<file path="config.mk">
export PLATFORM = sky130hd
export DESIGN_NAME = sp_ram_top
export DESIGN_NICKNAME = d
export VERILOG_FILES = /design/src/hw/ram_pkg.sv /design/src/hw/sp_ram_top.sv /design/src/hw/ram_read_result.sv /design/src/hw/ram_array_execute.sv /design/src/hw/ram_request_decode.sv
export VERILOG_INCLUDE_DIRS = /design/src /design/src/hw
export SDC_FILE = /design/constraint.sdc
export NUM_CORES = 2
export LEC_CHECK = 0
export CAP_MARGIN = 20
export CORE_MARGIN = 2
export CORE_UTILIZATION = 48
export CTS_BUF_LIST = sky130_fd_sc_hd__clkbuf_16
export DETAILED_ROUTE_END_ITERATION = 8
export DONT_BUFFER_PORTS = 1
export SLEW_MARGIN = 30
export SYNTH_ARGS = -nofsm -noshare
export SYNTH_HDL_FRONTEND = slang
export SYNTH_SLANG_ARGS = --single-unit
</file>
<file path="constraint.sdc">
create_clock -name clk -period 13.6 [get_ports clk]
set_clock_uncertainty 0.1 [all_clocks]
set_input_delay 1.36 -clock clk [delete_from_list [all_inputs] [get_ports clk]]
set_output_delay 1.36 -clock clk [all_outputs]
set_load 0.005 [all_outputs]
</file>
<file path="src/hw/ram_settings.svh">
// sizing for the single-port RAM; data width must divide evenly by the lane count and depth must equal 2**addr width
`ifndef RAM_SETTINGS_SVH
`define RAM_SETTINGS_SVH

// one word of storage and the byte lanes that split it
`define RAM_DATA_WIDTH 32
`define RAM_LANES      4

// depth and the matching word address width
`define RAM_DEPTH      64
`define RAM_ADDR_WIDTH 6

// default read-during-write mode, using the rdw_mode_e encoding
// 0 is write-first, 1 is read-first, 2 is no-change
`define RAM_RDW_MODE   0

`endif
</file>
<file path="src/hw/ram_pkg.sv">
// shared RAM types; widths come from ram_settings.svh and the enum encodings are fixed at two bits
package ram_pkg;

    `include "ram_settings.svh"

    // one stored word
    typedef logic [`RAM_DATA_WIDTH-1:0] ram_data_t;

    // word address into the array
    typedef logic [`RAM_ADDR_WIDTH-1:0] ram_addr_t;

    // one write enable per byte lane
    typedef logic [`RAM_LANES-1:0] ram_wren_t;

    // bit 0 marks a read and bit 1 marks a write
    typedef enum logic [1:0] {
        op_none       = 2'b00,
        op_read       = 2'b01,
        op_write      = 2'b10,
        op_read_write = 2'b11
    } ram_op_e;

    // what a read returns when the same request also writes the word
    typedef enum logic [1:0] {
        rdw_write_first = 2'd0,
        rdw_read_first  = 2'd1,
        rdw_no_change   = 2'd2
    } rdw_mode_e;

endpackage

</file>
<file path="src/hw/sp_ram_top.sv">
// single-port RAM behind valid/ready streams; two-edge read latency, one request per cycle, stall halts all stages
`timescale 1ns/10ps

`include "ram_settings.svh"

module sp_ram_top #(
    parameter ram_pkg::rdw_mode_e RDW_MODE = ram_pkg::rdw_mode_e'(`RAM_RDW_MODE)
) (
    input  logic               clk,
    input  logic               reset,
    input  logic               req_valid,
    input  logic               req_read,
    input  logic               req_write,
    input  ram_pkg::ram_wren_t req_wren,
    input  ram_pkg::ram_addr_t req_addr,
    input  ram_pkg::ram_data_t req_wdata,
    input  logic               rsp_ready,
    output logic               req_ready,
    output logic               rsp_valid,
    output ram_pkg::ram_data_t rsp_data
);

    import ram_pkg::*;

    logic      stall;
    logic      dec_valid;
    ram_op_e   dec_op;
    ram_addr_t dec_addr;
    ram_wren_t dec_wren;
    ram_data_t dec_wdata;
    ram_data_t old_data;
    ram_data_t new_data;

    // a held response freezes every stage, so nothing can be overwritten
    assign stall     = rsp_valid && !rsp_ready;
    assign req_ready = !stall;

    ram_request_decode decode (
        .clk       (clk),
        .reset     (reset),
        .req_valid (req_valid),
        .req_read  (req_read),
        .req_write (req_write),
        .req_wren  (req_wren),
        .req_addr  (req_addr),
        .req_wdata (req_wdata),
        .stall     (stall),
        .dec_valid (dec_valid),
        .dec_op    (dec_op),
        .dec_addr  (dec_addr),
        .dec_wren  (dec_wren),
        .dec_wdata (dec_wdata)
    );

    ram_array_execute execute (
        .clk       (clk),
        .dec_valid (dec_valid),
        .dec_op    (dec_op),
        .dec_addr  (dec_addr),
        .dec_wren  (dec_wren),
        .dec_wdata (dec_wdata),
        .stall     (stall),
        .old_data  (old_data),
        .new_data  (new_data)
    );

    ram_read_result #(
        .rdw_mode (RDW_MODE)
    ) result (
        .clk       (clk),
        .reset     (reset),
        .dec_valid (dec_valid),
        .dec_op    (dec_op),
        .old_data  (old_data),
        .new_data  (new_data),
        .stall     (stall),
        .rsp_valid (rsp_valid),
        .rsp_data  (rsp_data)
    );

endmodule

</file>
<file path="src/hw/ram_read_result.sv">
// read result register; in no-change mode a read-write issued before any read returns zero
`timescale 1ns/10ps

module ram_read_result #(
    parameter ram_pkg::rdw_mode_e rdw_mode = ram_pkg::rdw_write_first
) (
    input  logic               clk,
    input  logic               reset,
    input  logic               dec_valid,
    input  ram_pkg::ram_op_e   dec_op,
    input  ram_pkg::ram_data_t old_data,
    input  ram_pkg::ram_data_t new_data,
    input  logic               stall,
    output logic               rsp_valid,
    output ram_pkg::ram_data_t rsp_data
);

    import ram_pkg::*;

    logic      is_read;
    logic      load;
    ram_data_t sel_data;

    assign is_read = dec_valid && ((dec_op == op_read) || (dec_op == op_read_write));
    assign load    = is_read && !stall;

    // a plain read always sees the stored word, only read-write depends on the mode
    always_comb begin
        sel_data = old_data;
        if (dec_op == op_read_write) begin
            case (rdw_mode)
                rdw_write_first: begin
                    sel_data = new_data;
                end
                rdw_read_first: begin
                    sel_data = old_data;
                end
                default: begin
                    // no-change repeats whatever was last returned
                    sel_data = rsp_data;
                end
            endcase
        end
    end

    // without stall the register is either empty or draining this cycle,
    // so it simply takes the next read or goes empty
    always_ff @(posedge clk) begin
        if (reset) begin
            rsp_valid <= 1'b0;
        end else if (!stall) begin
            rsp_valid <= is_read;
        end
    end

    always_ff @(posedge clk) begin
        if (reset) begin
            rsp_data <= '0;
        end else if (load) begin
            rsp_data <= sel_data;
        end
    end

endmodule

</file>
<file path="src/hw/ram_array_execute.sv">
// storage array with byte-lane merge; contents are undefined until written and there is no reset of the array
`timescale 1ns/10ps

`include "ram_settings.svh"

module ram_array_execute (
    input  logic               clk,
    input  logic               dec_valid,
    input  ram_pkg::ram_op_e   dec_op,
    input  ram_pkg::ram_addr_t dec_addr,
    input  ram_pkg::ram_wren_t dec_wren,
    input  ram_pkg::ram_data_t dec_wdata,
    input  logic               stall,
    output ram_pkg::ram_data_t old_data,
    output ram_pkg::ram_data_t new_data
);

    import ram_pkg::*;

    localparam int lane_width = `RAM_DATA_WIDTH / `RAM_LANES;

    ram_data_t mem [0:`RAM_DEPTH-1];
    logic      op_writes;
    logic      do_write;

    // word currently addressed by the decode stage
    assign old_data = mem[dec_addr];

    // enabled lanes take the write data, the rest keep the stored bytes
    always_comb begin
        new_data = old_data;
        for (int i = 0; i < `RAM_LANES; i++) begin
            if (dec_wren[i]) begin
                new_data[i*lane_width +: lane_width] = dec_wdata[i*lane_width +: lane_width];
            end
        end
    end

    assign op_writes = (dec_op == op_write) || (dec_op == op_read_write);

    // the write lands on the same edge that moves the item out of decode
    assign do_write = dec_valid && op_writes && !stall;

    always_ff @(posedge clk) begin
        if (do_write) begin
            mem[dec_addr] <= new_data;
        end
    end

endmodule

</file>
<file path="src/hw/ram_request_decode.sv">
// request decode stage; a write with no lane enabled is treated as no write, and the stage holds while stalled
`timescale 1ns/10ps

module ram_request_decode (
    input  logic               clk,
    input  logic               reset,
    input  logic               req_valid,
    input  logic               req_read,
    input  logic               req_write,
    input  ram_pkg::ram_wren_t req_wren,
    input  ram_pkg::ram_addr_t req_addr,
    input  ram_pkg::ram_data_t req_wdata,
    input  logic               stall,
    output logic               dec_valid,
    output ram_pkg::ram_op_e   dec_op,
    output ram_pkg::ram_addr_t dec_addr,
    output ram_pkg::ram_wren_t dec_wren,
    output ram_pkg::ram_data_t dec_wdata
);

    import ram_pkg::*;

    logic    has_write;
    logic    req_accept;
    ram_op_e req_op;

    // a write only counts when at least one lane is enabled
    assign has_write = req_write && (|req_wren);

    // the top level ties req_ready to the inverse of stall
    assign req_accept = req_valid && !stall;

    always_comb begin
        case ({has_write, req_read})
            2'b11: begin
                req_op = op_read_write;
            end
            2'b10: begin
                req_op = op_write;
            end
            2'b01: begin
                req_op = op_read;
            end
            default: begin
                req_op = op_none;
            end
        endcase
    end

    // control part of the decode register
    always_ff @(posedge clk) begin
        if (reset) begin
            dec_valid <= 1'b0;
            dec_op    <= op_none;
        end else if (!stall) begin
            dec_valid <= req_accept;
            if (req_accept) begin
                dec_op <= req_op;
            end else begin
                dec_op <= op_none;
            end
        end
    end

    // payload only moves when a request is taken
    always_ff @(posedge clk) begin
        if (req_accept) begin
            dec_addr  <= req_addr;
            dec_wren  <= req_wren;
            dec_wdata <= req_wdata;
        end
    end

endmodule

</file>
==> key figures <==
Layout
  • Layout Cells excl Fill: 6519
  • Finished Cell Area: 0.09260 sq mm
  • Nets: 4088
  • Area Overhead vs Synth: 12.12%
  • Fillers: 13000
  • Share of layout cells above drive strength 1: around 25%

Timing
  • Fmax: 0.1702 GHz
  • Tightest Pin Transition: 1.126 ns
  • Final Max Tran Viols: 0
  • RSZ-0062 raised after global routing: no
  • Final period util: between 40 and 50%
  • Final Hold Viols: 0
  • Slew HR: 24.15%
  • Crit path time final: around 5.9 ns
  • Final setup viols: 0
  • Sum Neg Setup Slack: 0 ns

Power and ir drop
  • Pwr Density: 153.3 mW/mm^2
  • Worst vdd ir: ~0.00015 V
  • Pwr Total: 14.20 mW
  • P_leak: 29.42 nW

Clock tree
  • Clock sinks: 2132
  • Root buffer cell: clkbuf_16
  • Worst-Skew Late Latency: slightly below 0.9 ns
  • CTS clk-pin slew, worst paths: about 0.060 ns
  • Total CTS buffers: 208
  • Post_cts resized: 0
  • Post-CTS Setup Inserts: 0
  • CTS H-Tree Depth: 4
  • CTS tree: yes
  • Maximum clock path buffer count: 3
  • Hold buffer count at CTS: 0

Synth
  • Synth top area cells: edfxtp_1 76%, mux4_2 11%, mux2i_1 2.9%, a22oi_1 1.1%, dfxtp_1 1.0%
  • Most numerous cell in the Yosys netlist: edfxtp_1
  • Synth top area share: ~76%
  • Gate Count Post-Synth: about 3900
  • Mapped Nets: 3930
  • Syn avg cell area: 21.27 sq um
  • Async SR Flop Fraction: 0%
  • Synth warn: 0
  • Post-synthesis cell area: 0.08259 sq mm
  • Post-synth EDFFs: 2090
  • Post-synth top cells: 2090 x edfxtp_1, 389 x mux4_2, 241 x mux2i_1
  • Synth Register Bits: 2132
  • Distinct cell type count after synthesis: 70
  • Synth area leader: edfxtp_1
  • Sequential share of the synthesized area: 77.01%
  • Synth Flop Type: edfxtp_1

Detailed routing
  • Via density per instance: 6.521
  • 1st-iter DRT viols: 5772
  • Via Count: 42510
  • Drt drc: 0
  • Router iterations before antenna repair: 5
  • WL/cell: approximately 38 microns
  • DRT antenna net count: 0
  • WL final: 245.0 mm

Floorplanning
  • IO Count: 82
  • Initial core utilization: 48.20%
  • Core area: around 0.17 sq mm
  • FP Rows: 152
  • Die area: 0.1754 sq mm
  • Die Wd: 418.8 microns
  • Die Y: 418.8 microns

GRT
  • Largest net degree at the start of global routing: around 100
  • Initial antenna violation count: 2
  • Overall Global Routing Usage: roughly 28%
  • Number of global-route vias before repair: 41570
  • Global-route wire length before repair: 337.3 mm
  • GRT overflow: 0

Place
  • GPL Wtd Cong: between 0.9 and 1
  • Post-DP Area: 0.08608 sq mm
  • Port Buffer Count: 0
  • Dpl cells: 6140
  • HPWL Detailed: 137.0 mm

Hold path
  • Hold path cells: 2
  • Hold Path End: decode.dec_valid$_SDFFE_PP0N_
  • Hold path startpoint: decode.dec_valid$_SDFFE_PP0N_
  • Worst hold path class: flop to flop

Critical path
  • Reg2Reg Depth: 10
  • Crit. End Element: flop
  • CP Launch Type: flop
  • WS Path Type: flop to flop
  • Critical Path Fanout Max: 91
  • R2R Setup Slk: 7.73 ns
  • Crit Reg-Reg Endpoint: execute.mem[16][30]$_DFFE_PP_
  • Critical Path RT: roughly 14 ns
  • WP data arrival: 6.33 ns

Job
  • Max cap viols: 0

Status
  • Status: complete, no violations
## metal layers
layer,routed length (microns),up-vias,global-route usage [%]
met2,116800,2371,44.76
met1,94290,23050,38.62
li1,-,16650,-
met4,11870,0,11.71
met3,22040,441,4.890
met5,0,-,0
## worst max-delay path: stages, from the launching register on
cell	delay [ns]
dfxtp_4	0.67
buf_12	0.48
buf_12	0.64
buf_4	0.78
mux2i_1	0.17
a22oi_1	0.21
a21oi_1	0.09
a311o_1	0.57
a221oi_1	0.56
mux2_2	0.45
buf_4	0.53
## worst max-delay path by stage
stage / start / end
final: flop / execute.mem[16][30]$_DFFE_PP_
after floorplan: flop / execute.mem[0][6]$_DFFE_PP_
after global placement: flop / execute.mem[62][30]$_DFFE_PP_
after detailed placement: flop / execute.mem[62][30]$_DFFE_PP_
after CTS: flop / execute.mem[58][30]$_DFFE_PP_
after global routing: flop / execute.mem[53][30]$_DFFE_PP_
## cell families after synthesis
kind of cell / after synthesis / synth area share, %
simple gates: 320 / 1.756
flops: 2132 / 77.01
buf+inv: 236 / 2.177
compound gates: 487 / 3.915
mux: 707 / 15.14
## report_power, final
part           leakage (nW)  switching, mW  internal [mW]
clock network          3.34           2.49           3.05
registers              19.2         0.0246           7.42
logic                  6.87          0.858          0.352
total                  29.4           3.37           10.8
## flip-flops by register name (all words and copies together), names as in the netlist, named ones only
name and count:
result.rsp_valid 1, decode.dec_wren 4, result.rsp_data 32, decode.dec_addr 6
execute.mem 2048, decode.dec_wdata 32, decode.dec_op 2, decode.dec_valid 1
## placed cells by master, fill, tap and decap left out, drive strengths merged, types with 13 or more instances in the layout
master	instances
bufinv	13
o21ai	99
mux4	420
nand3	29
edfxtp	2090
mux2i	241
buf	175
nor2	116
o22ai	45
a221oi	23
a31oi	23
dfxtp	42
a21oi	95
o31ai	13
clkbuf	209
nand2	111
mux2	46
inv	62
clkinv	93
a22oi	117
## layout make-up
class	count	area (sq um)	share of cell area (%)
Multi-Input combinational cell	1514	18050	19.50
Antenna cell	1	2.502	0.002703
Tap cell	2310	2890	3.121
Clock buffer	209	5230	5.648
Clock inverter	169	1275	1.377
Timing Repair Buffer	175	1489	1.608
Inverter	9	37.54	0.04054
Sequential cell	2132	63620	68.70
## through the flow
step	util, %	hold slack [ns]	worst slack (ns)
after floorplan	-	0.3570	8.465
after global placement	50.15	0.3667	7.684
after detailed placement	50.24	0.3887	7.710
after CTS	54.03	0.3970	7.685
after global routing	54.04	0.4255	7.500
final	54.04	0.3964	7.726
No activity file was read; power rests on OpenSTA's default activity.
